<file path="config.mk">
export PLATFORM = sky130hd
export DESIGN_NAME = nabp_processing_top
export DESIGN_NICKNAME = d
export VERILOG_FILES = /design/src/logic/nabp_pkg.sv /design/src/logic/nabp_swap_if.sv /design/src/logic/nabp_angle_lut.sv /design/src/logic/nabp_swappable.sv /design/src/logic/nabp_swap_control.sv /design/src/logic/nabp_processing_top.sv
export VERILOG_INCLUDE_DIRS = /design/src /design/src/include
export SDC_FILE = /design/constraint.sdc
export NUM_CORES = 1
export LEC_CHECK = 0
export BUFFER_PORTS_ARGS = -buffer_cell sky130_fd_sc_hd__buf_4
export CORE_MARGIN = 4
export CORE_UTILIZATION = 52
export CTS_BUF_LIST = sky130_fd_sc_hd__clkbuf_4
export CTS_CLUSTER_DIAMETER = 100
export DETAILED_ROUTE_END_ITERATION = 6
export GPL_TIMING_DRIVEN = 1
export PLACE_DENSITY = 0.74
export SLEW_MARGIN = 20
export SYNTH_ARGS = -nofsm -noshare
export SYNTH_HDL_FRONTEND = slang
export SYNTH_SLANG_ARGS = --single-unit
</file>
<file path="constraint.sdc">
create_clock -name clk -period 3 [get_ports clk]
set_input_delay 0.6 -clock clk [delete_from_list [all_inputs] [get_ports clk]]
set_output_delay 0.6 -clock clk [all_outputs]
set_load 0.03 [all_outputs]
</file>
<file path="src/include/nabp_params.svh">
`ifndef NABP_PARAMS_SVH
`define NABP_PARAMS_SVH

// ------------------------------
// angle range and decode thresholds
// ------------------------------
// angles in degrees, 0 to 179
`define kAngleLength 8
`define kAngle45 45
`define kAngle90 90
`define kAngle135 135

// ------------------------------
// data path widths and counts
// ------------------------------
// signed filtered sample
`define kFilteredDataLength 12
// one tap per PE
`define kNoOfPartitions 4
// lines per angle
`define kPartitionSize 4
`define kPartitionSizeLength 2
// filtered RAM address
`define kSLength 10
// signed offset accumulator
`define kAccuLength 16
// pe_en window per line
`define kShiftCycles 6

`endif

</file>
<file path="src/logic/nabp_pkg.sv">
package nabp_pkg;

    // ------------------------------
    // swap control states
    // ------------------------------
    typedef enum logic [3:0] {
        ctrl_ready,
        ctrl_setup_1,
        ctrl_setup_2,
        ctrl_setup_3,
        ctrl_fill,
        ctrl_fill_and_shift,
        ctrl_angle_setup_1,
        ctrl_angle_setup_2,
        ctrl_angle_setup_3,
        ctrl_shift
    } ctrl_state_t;

    // per buffer states
    typedef enum logic [2:0] {
        sw_idle,
        sw_fill,
        sw_fill_wait,
        sw_wait_swap,
        sw_shift
    } sw_state_t;

    // pe scan decode, one bit each
    typedef enum logic {
        scan_x,
        scan_y
    } scan_mode_t;

    typedef enum logic {
        dir_forward,
        dir_reverse
    } scan_direction_t;

endpackage

</file>
<file path="src/logic/nabp_swap_if.sv">
`timescale 1ns/1ps
`include "nabp_params.svh"

interface nabp_swap_if;

    // fill parameters, shared by both buffers
    logic [`kAccuLength-1:0] mp_accu_init;
    logic [`kAccuLength-1:0] mp_accu_base;
    // one-cycle strobes from the control
    logic swap_ack;
    logic next_itr_ack;
    // levels from the buffer
    logic swap;
    logic next_itr;
    logic pe_en;
    // taps held for the PEs
    logic [`kFilteredDataLength*`kNoOfPartitions-1:0] pe_taps;

    // control side
    modport ctrl (
        output mp_accu_init, mp_accu_base, swap_ack, next_itr_ack,
        input  swap, next_itr, pe_en, pe_taps
    );

    // buffer side
    modport sw (
        input  mp_accu_init, mp_accu_base, swap_ack, next_itr_ack,
        output swap, next_itr, pe_en, pe_taps
    );

endinterface

</file>
<file path="src/logic/nabp_angle_lut.sv">
`timescale 1ns/1ps
`include "nabp_params.svh"

module nabp_angle_lut (
    input  logic                    clk,
    input  logic [`kAngleLength-1:0] angle,
    output logic [`kAccuLength-1:0] mp_accu_part,
    output logic [`kAccuLength-1:0] mp_accu_base
);

    // one entry per angle code
    localparam int kEntries = 1 << `kAngleLength;
    // step repeats every 8 degrees
    localparam int kStepPeriod = 8;
    // fixed part of the map offset
    localparam int kOffsetBase = 16;

    logic [`kAccuLength-1:0] step_table [kEntries];
    logic [`kAccuLength-1:0] offset_table [kEntries];

    // ------------------------------
    // table contents
    // ------------------------------
    for (genvar i = 0; i < kEntries; i++)
    begin : g_entry
        localparam int kStep = (i % kStepPeriod) + 1;
        // offset of line 0, the last line starts at the base
        localparam int kOffset = kStep * (`kPartitionSize - 1) + kOffsetBase;
        assign step_table[i] = `kAccuLength'(kStep);
        assign offset_table[i] = `kAccuLength'(kOffset);
    end

    // registered read, valid one cycle after angle changes
    always_ff @(posedge clk)
    begin
        mp_accu_part <= offset_table[angle];
        mp_accu_base <= step_table[angle];
    end

endmodule

</file>
<file path="src/logic/nabp_swappable.sv">
`timescale 1ns/1ps
`include "nabp_params.svh"

module nabp_swappable (
    input  logic                                clk,
    input  logic                                reset_n,
    nabp_swap_if.sw                             sw,
    input  logic signed [`kFilteredDataLength-1:0] fr_val,
    output logic [`kSLength-1:0]                fr_s_val
);

    localparam int kTapIdxLength = $clog2(`kNoOfPartitions);
    localparam int kShiftCntLength = $clog2(`kShiftCycles);
    localparam logic [kTapIdxLength-1:0] kLastTap = kTapIdxLength'(`kNoOfPartitions - 1);
    localparam logic [kShiftCntLength-1:0] kLastShift = kShiftCntLength'(`kShiftCycles - 1);

    nabp_pkg::sw_state_t state;
    // address issue counter
    logic [kTapIdxLength-1:0] fill_cnt;
    // pe_en window counter
    logic [kShiftCntLength-1:0] shift_cnt;
    // address accumulator and its step, latched at the kick
    logic [`kAccuLength-1:0] accu;
    logic [`kAccuLength-1:0] step;
    // RAM answers one cycle later, so capture trails the address
    logic cap_en;
    logic [kTapIdxLength-1:0] cap_idx;
    logic [`kNoOfPartitions-1:0][`kFilteredDataLength-1:0] taps;

    // ------------------------------
    // buffer FSM
    // ------------------------------
    always_ff @(posedge clk)
    begin
        if (!reset_n)
        begin
            state <= nabp_pkg::sw_idle;
            fill_cnt <= '0;
            shift_cnt <= '0;
            cap_en <= 1'b0;
        end
        else
        begin
            // sample returns for every address issued
            cap_en <= (state == nabp_pkg::sw_fill);
            case (state)
                nabp_pkg::sw_idle:
                    if (sw.next_itr_ack)
                    begin
                        state <= nabp_pkg::sw_fill;
                        fill_cnt <= '0;
                    end
                nabp_pkg::sw_fill:
                begin
                    fill_cnt <= fill_cnt + 1'b1;
                    if (fill_cnt == kLastTap)
                        state <= nabp_pkg::sw_fill_wait;
                end
                // last sample still in flight
                nabp_pkg::sw_fill_wait:
                    state <= nabp_pkg::sw_wait_swap;
                // hold the filled taps as long as needed
                nabp_pkg::sw_wait_swap:
                    if (sw.swap_ack)
                    begin
                        state <= nabp_pkg::sw_shift;
                        shift_cnt <= '0;
                    end
                nabp_pkg::sw_shift:
                begin
                    shift_cnt <= shift_cnt + 1'b1;
                    if (shift_cnt == kLastShift)
                        state <= nabp_pkg::sw_idle;
                end
                default:
                    state <= nabp_pkg::sw_idle;
            endcase
        end
    end

    // ------------------------------
    // address and tap path
    // ------------------------------
    always_ff @(posedge clk)
    begin
        if (state == nabp_pkg::sw_idle && sw.next_itr_ack)
        begin
            accu <= sw.mp_accu_init;
            step <= sw.mp_accu_base;
        end
        else if (state == nabp_pkg::sw_fill)
            accu <= accu + step;
        cap_idx <= fill_cnt;
        if (cap_en)
            taps[cap_idx] <= fr_val;
    end

    // address truncated to RAM width
    assign fr_s_val = accu[`kSLength-1:0];

    assign sw.swap = (state == nabp_pkg::sw_wait_swap);
    assign sw.next_itr = (state == nabp_pkg::sw_idle);
    assign sw.pe_en = (state == nabp_pkg::sw_shift);
    assign sw.pe_taps = taps;

endmodule

</file>
<file path="src/logic/nabp_swap_control.sv">
`timescale 1ns/1ps
`include "nabp_params.svh"

module nabp_swap_control (
    input  logic                                           clk,
    input  logic                                           reset_n,
    input  logic [`kAngleLength-1:0]                       fr_angle,
    input  logic                                           fr_has_next_angle,
    input  logic                                           fr_next_angle_ack,
    output logic                                           fr_next_angle,
    input  logic [`kAccuLength-1:0]                        mp_accu_part,
    input  logic [`kAccuLength-1:0]                        mp_accu_base,
    nabp_swap_if.ctrl                                      sw0,
    nabp_swap_if.ctrl                                      sw1,
    output logic                                           pe_reset,
    output logic                                           pe_kick,
    output logic                                           pe_en,
    output nabp_pkg::scan_mode_t                           pe_scan_mode,
    output nabp_pkg::scan_direction_t                      pe_scan_direction,
    output logic [`kFilteredDataLength*`kNoOfPartitions-1:0] pe_taps
);

    localparam logic [`kPartitionSizeLength-1:0] kLastLine =
        `kPartitionSizeLength'(`kPartitionSize - 1);

    nabp_pkg::ctrl_state_t state;
    nabp_pkg::ctrl_state_t next_state;
    // 0: sw0 fills, sw1 presents
    logic sw_sel;
    // low through reset, keeps the angle request quiet
    logic run_en;
    logic [`kPartitionSizeLength-1:0] line_itr;
    logic last_line;
    // start offset of the next line to kick
    logic [`kAccuLength-1:0] mp_accu_init;
    logic [`kAngleLength-1:0] pe_angle;
    logic in_setup;
    logic in_fill;
    logic swap_ready;
    // role views, swa fills and swb presents
    logic swa_swap;
    logic swa_next_itr;
    logic swb_next_itr;
    logic swa_next_itr_ack;
    logic swb_next_itr_ack;
    logic swap_ack;

    // ------------------------------
    // role multiplexing
    // ------------------------------
    assign swa_swap = sw_sel ? sw1.swap : sw0.swap;
    assign swa_next_itr = sw_sel ? sw1.next_itr : sw0.next_itr;
    assign swb_next_itr = sw_sel ? sw0.next_itr : sw1.next_itr;
    assign sw0.swap_ack = !sw_sel && swap_ack;
    assign sw1.swap_ack = sw_sel && swap_ack;
    assign sw0.next_itr_ack = sw_sel ? swb_next_itr_ack : swa_next_itr_ack;
    assign sw1.next_itr_ack = sw_sel ? swa_next_itr_ack : swb_next_itr_ack;
    assign sw0.mp_accu_init = mp_accu_init;
    assign sw1.mp_accu_init = mp_accu_init;
    assign sw0.mp_accu_base = mp_accu_base;
    assign sw1.mp_accu_base = mp_accu_base;
    // PEs always see the presenting buffer
    assign pe_taps = sw_sel ? sw0.pe_taps : sw1.pe_taps;
    assign pe_en = sw_sel ? sw0.pe_en : sw1.pe_en;

    // ------------------------------
    // strobes and angle request
    // ------------------------------
    assign in_setup = (state == nabp_pkg::ctrl_setup_1) || (state == nabp_pkg::ctrl_setup_2) ||
                      (state == nabp_pkg::ctrl_setup_3) ||
                      (state == nabp_pkg::ctrl_angle_setup_1) ||
                      (state == nabp_pkg::ctrl_angle_setup_2) ||
                      (state == nabp_pkg::ctrl_angle_setup_3);
    assign in_fill = (state == nabp_pkg::ctrl_fill) || (state == nabp_pkg::ctrl_fill_and_shift);
    assign last_line = (line_itr == kLastLine);
    // swa holds a full line and swb has finished its window
    assign swap_ready = in_fill && swa_swap && swb_next_itr;
    // first kick of a run
    assign swa_next_itr_ack = (state == nabp_pkg::ctrl_setup_3) && swa_next_itr;
    // swap within an angle, the final swap, or after the angle bubble
    assign swap_ack = (state == nabp_pkg::ctrl_angle_setup_3) ||
                      (swap_ready && (!last_line || !fr_has_next_angle));
    // kick the freed buffer unless the run is out of lines
    assign swb_next_itr_ack = (state == nabp_pkg::ctrl_angle_setup_3) ||
                              (swap_ready && !last_line);
    // held until the ack, only while nothing else can move
    assign fr_next_angle = run_en && fr_has_next_angle &&
                           ((state == nabp_pkg::ctrl_ready) || (swap_ready && last_line));
    assign pe_kick = swap_ack;
    assign pe_reset = (state == nabp_pkg::ctrl_setup_3);

    // ------------------------------
    // state, role select and line count
    // ------------------------------
    always_ff @(posedge clk)
    begin
        if (!reset_n)
        begin
            state <= nabp_pkg::ctrl_ready;
            sw_sel <= 1'b0;
            run_en <= 1'b0;
            line_itr <= '0;
            pe_angle <= '0;
        end
        else
        begin
            state <= next_state;
            run_en <= 1'b1;
            if (swap_ack)
                sw_sel <= !sw_sel;
            // angle_setup_3 kicks line 0, so clear wins over count
            if (in_setup)
                line_itr <= '0;
            else if (swb_next_itr_ack)
                line_itr <= line_itr + 1'b1;
            // angle of the line now presented
            if (in_fill && swap_ack)
                pe_angle <= fr_angle;
        end
    end

    // table output valid in setup_2, each kick then steps one line back
    always_ff @(posedge clk)
    begin
        if (state == nabp_pkg::ctrl_setup_2 || state == nabp_pkg::ctrl_angle_setup_2)
            mp_accu_init <= mp_accu_part;
        else if (swa_next_itr_ack || swb_next_itr_ack)
            mp_accu_init <= mp_accu_init - mp_accu_base;
    end

    always_comb
    begin
        next_state = state;
        case (state)
            nabp_pkg::ctrl_ready:
                if (fr_next_angle && fr_next_angle_ack)
                    next_state = nabp_pkg::ctrl_setup_1;
            nabp_pkg::ctrl_setup_1:
                next_state = nabp_pkg::ctrl_setup_2;
            nabp_pkg::ctrl_setup_2:
                next_state = nabp_pkg::ctrl_setup_3;
            nabp_pkg::ctrl_setup_3:
                if (swa_next_itr)
                    next_state = nabp_pkg::ctrl_fill;
            nabp_pkg::ctrl_fill, nabp_pkg::ctrl_fill_and_shift:
                if (swap_ready)
                begin
                    if (!last_line)
                        next_state = nabp_pkg::ctrl_fill_and_shift;
                    else if (!fr_has_next_angle)
                        next_state = nabp_pkg::ctrl_shift;
                    else if (fr_next_angle_ack)
                        next_state = nabp_pkg::ctrl_angle_setup_1;
                end
            // three cycle bubble for the new angle
            nabp_pkg::ctrl_angle_setup_1:
                next_state = nabp_pkg::ctrl_angle_setup_2;
            nabp_pkg::ctrl_angle_setup_2:
                next_state = nabp_pkg::ctrl_angle_setup_3;
            nabp_pkg::ctrl_angle_setup_3:
                next_state = nabp_pkg::ctrl_fill_and_shift;
            // last window of the run
            nabp_pkg::ctrl_shift:
                if (swb_next_itr)
                    next_state = nabp_pkg::ctrl_ready;
            default:
                next_state = nabp_pkg::ctrl_ready;
        endcase
    end

    // scan decode of the presented angle
    assign pe_scan_mode = (pe_angle < `kAngle45 || pe_angle >= `kAngle135) ?
                          nabp_pkg::scan_x : nabp_pkg::scan_y;
    assign pe_scan_direction = (pe_angle < `kAngle90) ?
                               nabp_pkg::dir_forward : nabp_pkg::dir_reverse;

endmodule

</file>
<file path="src/logic/nabp_processing_top.sv">
`timescale 1ns/1ps
`include "nabp_params.svh"

module nabp_processing_top (
    input  logic                                           clk,
    input  logic                                           reset_n,
    // angle source
    input  logic [`kAngleLength-1:0]                       fr_angle,
    input  logic                                           fr_has_next_angle,
    input  logic                                           fr_next_angle_ack,
    output logic                                           fr_next_angle,
    // filtered RAM, one port per buffer
    input  logic signed [`kFilteredDataLength-1:0]         fr0_val,
    input  logic signed [`kFilteredDataLength-1:0]         fr1_val,
    output logic [`kSLength-1:0]                           fr0_s_val,
    output logic [`kSLength-1:0]                           fr1_s_val,
    // PE row
    output logic                                           pe_reset,
    output logic                                           pe_kick,
    output logic                                           pe_en,
    output logic                                           pe_scan_mode,
    output logic                                           pe_scan_direction,
    output logic [`kFilteredDataLength*`kNoOfPartitions-1:0] pe_taps
);

    // table outputs for the current angle
    logic [`kAccuLength-1:0] mp_accu_part;
    logic [`kAccuLength-1:0] mp_accu_base;

    nabp_swap_if sw0_if ();
    nabp_swap_if sw1_if ();

    // offset and step per angle
    nabp_angle_lut angle_lut (
        .clk          (clk),
        .angle        (fr_angle),
        .mp_accu_part (mp_accu_part),
        .mp_accu_base (mp_accu_base)
    );

    nabp_swap_control swap_control (
        .clk               (clk),
        .reset_n           (reset_n),
        .fr_angle          (fr_angle),
        .fr_has_next_angle (fr_has_next_angle),
        .fr_next_angle_ack (fr_next_angle_ack),
        .fr_next_angle     (fr_next_angle),
        .mp_accu_part      (mp_accu_part),
        .mp_accu_base      (mp_accu_base),
        .sw0               (sw0_if.ctrl),
        .sw1               (sw1_if.ctrl),
        .pe_reset          (pe_reset),
        .pe_kick           (pe_kick),
        .pe_en             (pe_en),
        .pe_scan_mode      (pe_scan_mode),
        .pe_scan_direction (pe_scan_direction),
        .pe_taps           (pe_taps)
    );

    // two identical buffers, roles swap every line
    nabp_swappable sw0 (
        .clk      (clk),
        .reset_n  (reset_n),
        .sw       (sw0_if.sw),
        .fr_val   (fr0_val),
        .fr_s_val (fr0_s_val)
    );

    nabp_swappable sw1 (
        .clk      (clk),
        .reset_n  (reset_n),
        .sw       (sw1_if.sw),
        .fr_val   (fr1_val),
        .fr_s_val (fr1_s_val)
    );

endmodule

</file>
# Word level (Yosys, flattened, before mapping)
# Memory sizes are Yosys's and may differ from the RTL's. A register that Yosys moved wholly into a read port is not among the register bits.
# Cells that the tools add are included.
# classes
addsub	8
n_lt_le_gt_ge	7
eq_ne	35
muxes	48
bitwise	2
reduce_logical	51
# ops
operator	count
48-bit bitwise mux	2
16-bit two-way mux	6
12-bit demux with 2-bit select	2
48-bit two-way mux	1
4-bit case mux with 9 select lines	1
16-bit adder	2
3-bit two-way mux	10
3-bit case mux with 5 select lines	2
4-bit two-way mux	7
12-bit two-way mux	2
2-bit by 1-bit inequality test with 1-bit output (second input constant)	11
4-bit by 3-bit equality test with 1-bit output (second input constant)	4
1-bit logical AND	16
16-bit subtractor	1
2-bit nonzero test	7
1-bit logical OR	13
3-bit by 2-bit equality test with 1-bit output (second input constant)	4
3-bit equality test (second input constant)	4
3-bit case mux with 2 select lines	2
1-bit two-way mux	9
8-bit NOT with 9-bit output	1
4-bit by 2-bit equality test with 1-bit output (second input constant)	2
4-bit equality test (second input constant)	2
8-bit greater-or-equal comparator (second input constant)	1
other kinds (21)	39
# totals
regBits	214
romBits	8192
input_bits	36
output_inout_bits	74
wordCells	181
mem_count	2
# mem_list
name	words	width	read_ports	rd_ports_with_merged_regs	wr	line	rtl
(name not given)	256	16	1	1	0	nabp_angle_lut.sv:36	mp_accu_part <= offset_table[angle];
(name not given)	256	16	1	1	0	nabp_angle_lut.sv:37	mp_accu_base <= step_table[angle];

# Depth between registers and ports, before layout
# logic_depth
word_depth	10
mapped_depth	9

# By module
# From an unflattened synthesis, not the netlist that was laid out.
# unflattened
hier_cells	843
hier_area_um2	10058.4
# by_module_without_submodules
mod	instances	cells_each	area_per_inst_um2	seq_area_each_um2
nabp_swap_control	1	388	3362.0	800.8
nabp_swappable at sw0	1	205	3133.0	2262.2
nabp_swappable at sw1	1	202	3096.7	2262.2
nabp_angle_lut	1	48	466.7	180.2

# Worst setup path after synthesis
# OpenSTA, ideal clock, no wires.
# synth_path
path_kind	register to output
start	reg swap_control.sw_sel
end	out pe_en
arrival_ns	1.889
t_required_ns	2.400
slack_ns	0.511
stages_incl_launch_ff	5
n_path_buf	3
path_cell_list	dfxtp_1 -> clkbuf_1 -> clkbuf_1 -> buf_1 -> mux2i_1
# synth_between
elab_chain_cells	1
# synth_lines
element	line	rtl
from (decl)	nabp_swap_control.sv:29	logic sw_sel;
from (signal assigned)	nabp_swap_control.sv:110	sw_sel <= !sw_sel;
1-bit two-way mux	nabp_swap_control.sv:64	assign pe_en = sw_sel ? sw0.pe_en : sw1.pe_en;
to (decl)	nabp_processing_top.sv:20	output logic pe_en,
# No other way between the ends.

# Worst setup path after layout
# layout_path
start	reg sw1.state[2]
end	out fr_next_angle
# layout_between
elab_chain_cells	7
# layout_lines
element	line	rtl
from (decl)	nabp_swappable.sv:17	nabp_pkg::sw_state_t state;
from (signal assigned)	nabp_swappable.sv:37	state <= nabp_pkg::sw_idle;
from (signal assigned)	nabp_swappable.sv:50	state <= nabp_pkg::sw_fill;
from (signal assigned)	nabp_swappable.sv:57	state <= nabp_pkg::sw_fill_wait;
3-bit by 2-bit equality test with 1-bit output	nabp_swappable.sv:101	assign sw.swap = (state == nabp_pkg::sw_wait_swap);
1-bit two-way mux	nabp_swap_control.sv:51	assign swa_swap = sw_sel ? sw1.swap : sw0.swap;
1-bit logical AND	nabp_swap_control.sv:77	assign swap_ready = in_fill && swa_swap && swb_next_itr;
1-bit logical AND (*)	nabp_swap_control.sv:77	
1-bit logical AND (*)	nabp_swap_control.sv:88	((state == nabp_pkg::ctrl_ready) || (swap_ready && last_line));
1-bit logical OR (*)	nabp_swap_control.sv:88	
1-bit logical AND (*)	nabp_swap_control.sv:87	assign fr_next_angle = run_en && fr_has_next_angle &&
to (decl)	nabp_processing_top.sv:11	output logic fr_next_angle,
# Mark *: on every way between the ends. The rest lies on a longest branch, timed or not.

==> flow_results.xml <==
<?xml version="1.0" encoding="UTF-8"?>
<metrics>
  <group name="sta">
    <metric name="grt_setup_unrepaired" unit="">no</metric>
    <metric name="clock.fmax" unit="GHz">0.355</metric>
    <metric name="setup_tns" unit="ns">0</metric>
    <metric name="layout_setup_ws" unit="ns">0.180</metric>
    <metric name="fin_worst_skew" unit="ns">0.0184</metric>
    <metric name="timing.slew.headroom" unit="">0.512</metric>
    <metric name="final-setup-viol-count" unit="">0</metric>
    <metric name="tightestPinTransition" unit="ns">0.731</metric>
    <metric name="post-route-min-period" unit="ns">2.82</metric>
    <metric name="ratio_of_final_minimum_period_to_clock_period" unit="">0.940</metric>
    <metric name="hold_violations" unit="">0</metric>
    <metric name="maxSlewViolCount" unit="">0</metric>
  </group>
  <group name="logic_synthesis">
    <metric name="ys_dominant_reg_cell" unit="">sky130_fd_sc_hd__edfxtp_1</metric>
    <metric name="async_reset_ff_frac" unit="">0</metric>
    <metric name="synth.yosys.seq_area_share" unit="">0.624</metric>
    <metric name="syn_area_per_cell" unit="sq um">12.7</metric>
    <metric name="ys_types" unit="">58</metric>
    <metric name="syn_inst" unit="">625</metric>
    <metric name="ys_seq_elements" unit="">181</metric>
    <metric name="synth_top_area_frac" unit="">0.506</metric>
    <metric name="netlist_top_cells_area" unit="">sky130_fd_sc_hd__edfxtp_1 51%, sky130_fd_sc_hd__dfxtp_1 12%, sky130_fd_sc_hd__mux2_2 7.1%, sky130_fd_sc_hd__ha_1 3.6%, sky130_fd_sc_hd__nor2_1 2.5%</metric>
    <metric name="synth_warnings" unit="">0</metric>
    <metric name="edff_count_synth" unit="">134</metric>
    <metric name="mappedNetlistArea" unit="sq mm">0.00795</metric>
    <metric name="synth.net_count" unit="">687</metric>
    <metric name="yosys.area.top_type" unit="">sky130_fd_sc_hd__edfxtp_1</metric>
  </group>
  <group name="outcome">
    <metric name="outcome" unit="">complete, no violations</metric>
  </group>
  <group name="cells_and_area">
    <metric name="fin_nets" unit="">800</metric>
    <metric name="final_layout_size_suffix_gt1_frac" unit="">0.285</metric>
    <metric name="flow.area_growth_from_synthesis" unit="%">17.0</metric>
    <metric name="fill_cell_total_of_the_finished_layout" unit="">1127</metric>
    <metric name="finish.utilization" unit="">0.630</metric>
  </group>
  <group name="die">
    <metric name="initial_utilization" unit="">0.539</metric>
    <metric name="std_cell_rows" unit="">44</metric>
    <metric name="floorplan.die.height" unit="microns">132</metric>
    <metric name="io_pins" unit="">110</metric>
    <metric name="floorplan.die_area" unit="sq mm">0.0173</metric>
    <metric name="horiz_die_dim" unit="microns">132</metric>
    <metric name="core_area" unit="sq mm">0.0148</metric>
  </group>
  <group name="pwr">
    <metric name="p_switching" unit="uW">1080</metric>
    <metric name="p_sw_frac" unit="">0.241</metric>
    <metric name="power.internal" unit="uW">3390</metric>
    <metric name="clock_power_share" unit="">0.311</metric>
    <metric name="vdd_drop_max" unit="mV">0.328</metric>
    <metric name="p_leak" unit="uW">0.00344</metric>
    <metric name="power.density_cell_area" unit="mW/mm^2">481</metric>
    <metric name="combPwrFrac" unit="">0.067</metric>
    <metric name="power.share.sequential" unit="">0.622</metric>
  </group>
  <group name="critical_path">
    <metric name="crit_path_end_kind" unit="">output pin</metric>
    <metric name="cp_cell_sequence" unit="">and4b_1 -&gt; a22oi_4 -&gt; o22ai_1 -&gt; and4_1 -&gt; buf_4</metric>
    <metric name="criticalPathCategory" unit="">flop to output pin</metric>
    <metric name="worst_path_dominant_cell_family" unit="">flip-flops</metric>
    <metric name="slowest_library_cell_on_the_worst_path" unit="">sky130_fd_sc_hd__dfxtp_1</metric>
    <metric name="path_buf_inv" unit="">1</metric>
    <metric name="r2r_cells" unit="">5</metric>
    <metric name="cp.required" unit="ns">2.40</metric>
    <metric name="max_stage_delay" unit="ns">0.54</metric>
    <metric name="timing.critical_path.depth" unit="">5</metric>
    <metric name="arrival" unit="ns">2.22</metric>
    <metric name="start_kind" unit="">flop</metric>
    <metric name="path_max_fanout" unit="">10</metric>
  </group>
  <group name="routing">
    <metric name="total_wirelength" unit="microns">16400</metric>
    <metric name="dr_iter_0_viols" unit="">263</metric>
    <metric name="number_of_routed_nets_with_antenna_violations" unit="">0</metric>
    <metric name="routed_wire_length_per_instance" unit="microns">17.5</metric>
    <metric name="route.detailed.vias_per_inst" unit="">5.52</metric>
    <metric name="dr.pass1.iters" unit="">4</metric>
    <metric name="residual_drc_count" unit="">0</metric>
    <metric name="detailroute.via_count" unit="">5164</metric>
  </group>
  <group name="cts">
    <metric name="cts_setup_buffers" unit="">0</metric>
    <metric name="cts_root_buffer" unit="">sky130_fd_sc_hd__clkbuf_4</metric>
    <metric name="cts-buffers-inserted" unit="">17</metric>
    <metric name="cts_htree_levels" unit="">4</metric>
    <metric name="ctsLongestPathBuffers" unit="">2</metric>
    <metric name="clock_sink_count" unit="">181</metric>
    <metric name="clkTransAtPathRegs" unit="ns">0.15</metric>
    <metric name="clkLatencyLatePin" unit="ns">0.58</metric>
    <metric name="cts_tree" unit="">yes</metric>
  </group>
  <group name="grt">
    <metric name="grt_first_pass_wirelength" unit="microns">27000</metric>
    <metric name="maximum_number_of_pins_on_one_net_before_global_route_repair" unit="">52</metric>
    <metric name="grt.total_usage" unit="">0.196</metric>
    <metric name="via_count_of_the_first_global_routing_pass" unit="">5153</metric>
    <metric name="antenna_found_initial" unit="">1</metric>
    <metric name="gr-total-overflow" unit="">0</metric>
  </group>
  <group name="hold_path">
    <metric name="min_path_cells" unit="">1</metric>
    <metric name="hold_class" unit="">input port to flop</metric>
  </group>
  <group name="placement">
    <metric name="placement.setup.worst_slack" unit="ns">0.419</metric>
    <metric name="gp_weighted_congestion" unit="">0.875</metric>
    <metric name="port-buffer-count" unit="">109</metric>
    <metric name="dp.final_hpwl" unit="microns">11800</metric>
  </group>
  <group name="job">
    <metric name="drv_cap" unit="">0</metric>
  </group>
</metrics>
==> Yosys cell counts (4+ instances only) <==
cell type / count
sky130_fd_sc_hd__nor2_1: 53
sky130_fd_sc_hd__clkbuf_1: 16
sky130_fd_sc_hd__a21o_1: 4
sky130_fd_sc_hd__o211ai_1: 6
sky130_fd_sc_hd__or3_1: 5
sky130_fd_sc_hd__dfxtp_1: 47
sky130_fd_sc_hd__nor3b_1: 7
sky130_fd_sc_hd__inv_1: 26
sky130_fd_sc_hd__nor2b_1: 10
sky130_fd_sc_hd__a21oi_1: 33
sky130_fd_sc_hd__mux2_2: 50
sky130_fd_sc_hd__a31oi_1: 5
sky130_fd_sc_hd__mux2i_1: 9
sky130_fd_sc_hd__nand3_1: 23
sky130_fd_sc_hd__buf_2: 5
sky130_fd_sc_hd__nand2_1: 43
sky130_fd_sc_hd__nand2b_1: 12
sky130_fd_sc_hd__ha_1: 23
sky130_fd_sc_hd__xnor2_1: 17
sky130_fd_sc_hd__o21ai_0: 24
sky130_fd_sc_hd__nor3_1: 4
sky130_fd_sc_hd__edfxtp_1: 134
sky130_fd_sc_hd__xor2_1: 10
sky130_fd_sc_hd__nor4_1: 4
==> worst reg2reg max path: cells and delay by family (launching register included) <==
family           cells  cell delay (ns)
AND/OR/NAND/NOR      2             0.80
flip-flops           1             0.58
AO/OA/AOI/OAI        3             0.93
==> power by group through the flow <==
stage	combinational (uW)	sequential, uW	clock, uW
finish	302	2780	1390
global route	339	2790	1530
CTS	302	2780	1430
detailed placement	299	2840	0
global placement	288	2830	0
floorplan	200	2810	0
==> registers in the layout, indices dropped and copies added (netlist names), 4 cells and up <==
signal                         cells
angle_lut.mp_accu_part             6
sw1.sw.pe_taps                    48
swap_control.pe_angle              8
swap_control.state                 4
sw1.step                           4
sw0.accu                          10
sw0.step                           4
sw0.sw.pe_taps                    48
sw1.accu                          10
swap_control.sw0.mp_accu_init     10
==> routing by layer <==
layer / vias to the layer above / track usage / share of wire
met2: 154 / 0.315 / 0.49
met3: 23 / 0.0451 / 0.057
met1: 2478 / 0.261 / 0.44
met5: - / 0 / 0
met4: 0 / 0.0747 / 0.018
li1: 2509 / - / -
==> repair_timing <==
item                                    in CTS  in global routing
gates resized for setup                      1                  1
endpoints found under the hold margin        0                  0
hold buffers                                 0                  0
endpoints found under the setup margin       3                  1
==> through the flow <==
step	instance area [sq um]	cells	hold slack [ns]	power, uW
floorplan	7950	625	0.354	3010
global route	9300	936	0.151	4660
global placement	8980	903	0.365	3120
CTS	9290	935	0.169	4510
finish	9300	936	0.210	4470
detailed placement	8980	903	0.370	3140
==> cell type report <==
| class | count | area, sq um | share of cell area |
|---|---|---|---|
| flip-flops and latches | 181 | 4970 | 0.534 |
| multi-input cells | 392 | 2790 | 0.300 |
| repair buffers | 120 | 905 | 0.0973 |
| well taps | 184 | 230 | 0.0248 |
| clock inverters | 14 | 171 | 0.0184 |
| clock buffers | 18 | 135 | 0.0145 |
| inverters | 26 | 97.6 | 0.0105 |
| diodes | 1 | 2.50 | 0.000269 |
==> final timing paths <==
kind                        to  slack, ns       startpoint
max              fr_next_angle       0.18     sw1.state[2]
min          sw0.sw.pe_taps[5]       0.21       fr0_val[5]
max reg2reg        sw0.accu[1]       0.35     sw1.state[1]
min reg2reg     sw0.cap_idx[1]       0.40  sw0.fill_cnt[1]
==> cell families after synthesis <==
group,synth area share
buffers and inverters,0.0260
AOI/OAI and AO/OA,0.0754
muxes,0.0836
and+or+nand+nor,0.117
xor gates and xnor gates,0.0297
adders and majority gates,0.0438
DFF,0.624
==> cells in the final DEF, fill, tap and decap left out, types with 3 or more instances in the layout <==
master / Yosys / final
sky130_fd_sc_hd__a21o_1: 4 / 4
sky130_fd_sc_hd__a21oi_1: 33 / 33
sky130_fd_sc_hd__a31oi_1: 5 / 5
sky130_fd_sc_hd__and3_1: 3 / 3
sky130_fd_sc_hd__and3b_1: 3 / 3
sky130_fd_sc_hd__buf_4: 1 / 119
sky130_fd_sc_hd__clkbuf_4: 0 / 18
sky130_fd_sc_hd__clkinv_4: 0 / 3
sky130_fd_sc_hd__dfxtp_1: 47 / 46
sky130_fd_sc_hd__edfxtp_1: 134 / 134
sky130_fd_sc_hd__fa_1: 3 / 3
sky130_fd_sc_hd__ha_1: 23 / 23
sky130_fd_sc_hd__inv_1: 26 / 26
sky130_fd_sc_hd__inv_6: 0 / 3
sky130_fd_sc_hd__mux2_2: 50 / 50
sky130_fd_sc_hd__mux2i_1: 9 / 9
sky130_fd_sc_hd__nand2_1: 43 / 43
sky130_fd_sc_hd__nand2b_1: 12 / 12
sky130_fd_sc_hd__nand3_1: 23 / 23
sky130_fd_sc_hd__nand3b_1: 3 / 3
sky130_fd_sc_hd__nand4_1: 3 / 3
sky130_fd_sc_hd__nor2_1: 53 / 53
sky130_fd_sc_hd__nor2b_1: 10 / 10
sky130_fd_sc_hd__nor3_1: 4 / 4
sky130_fd_sc_hd__nor3b_1: 7 / 5
sky130_fd_sc_hd__nor4_1: 4 / 4
sky130_fd_sc_hd__o211ai_1: 6 / 6
sky130_fd_sc_hd__o21ai_0: 24 / 24
sky130_fd_sc_hd__o22ai_1: 3 / 3
sky130_fd_sc_hd__or3_1: 5 / 5
sky130_fd_sc_hd__xnor2_1: 17 / 17
sky130_fd_sc_hd__xor2_1: 10 / 10
Note: power is estimated with default switching activity, not from simulation.
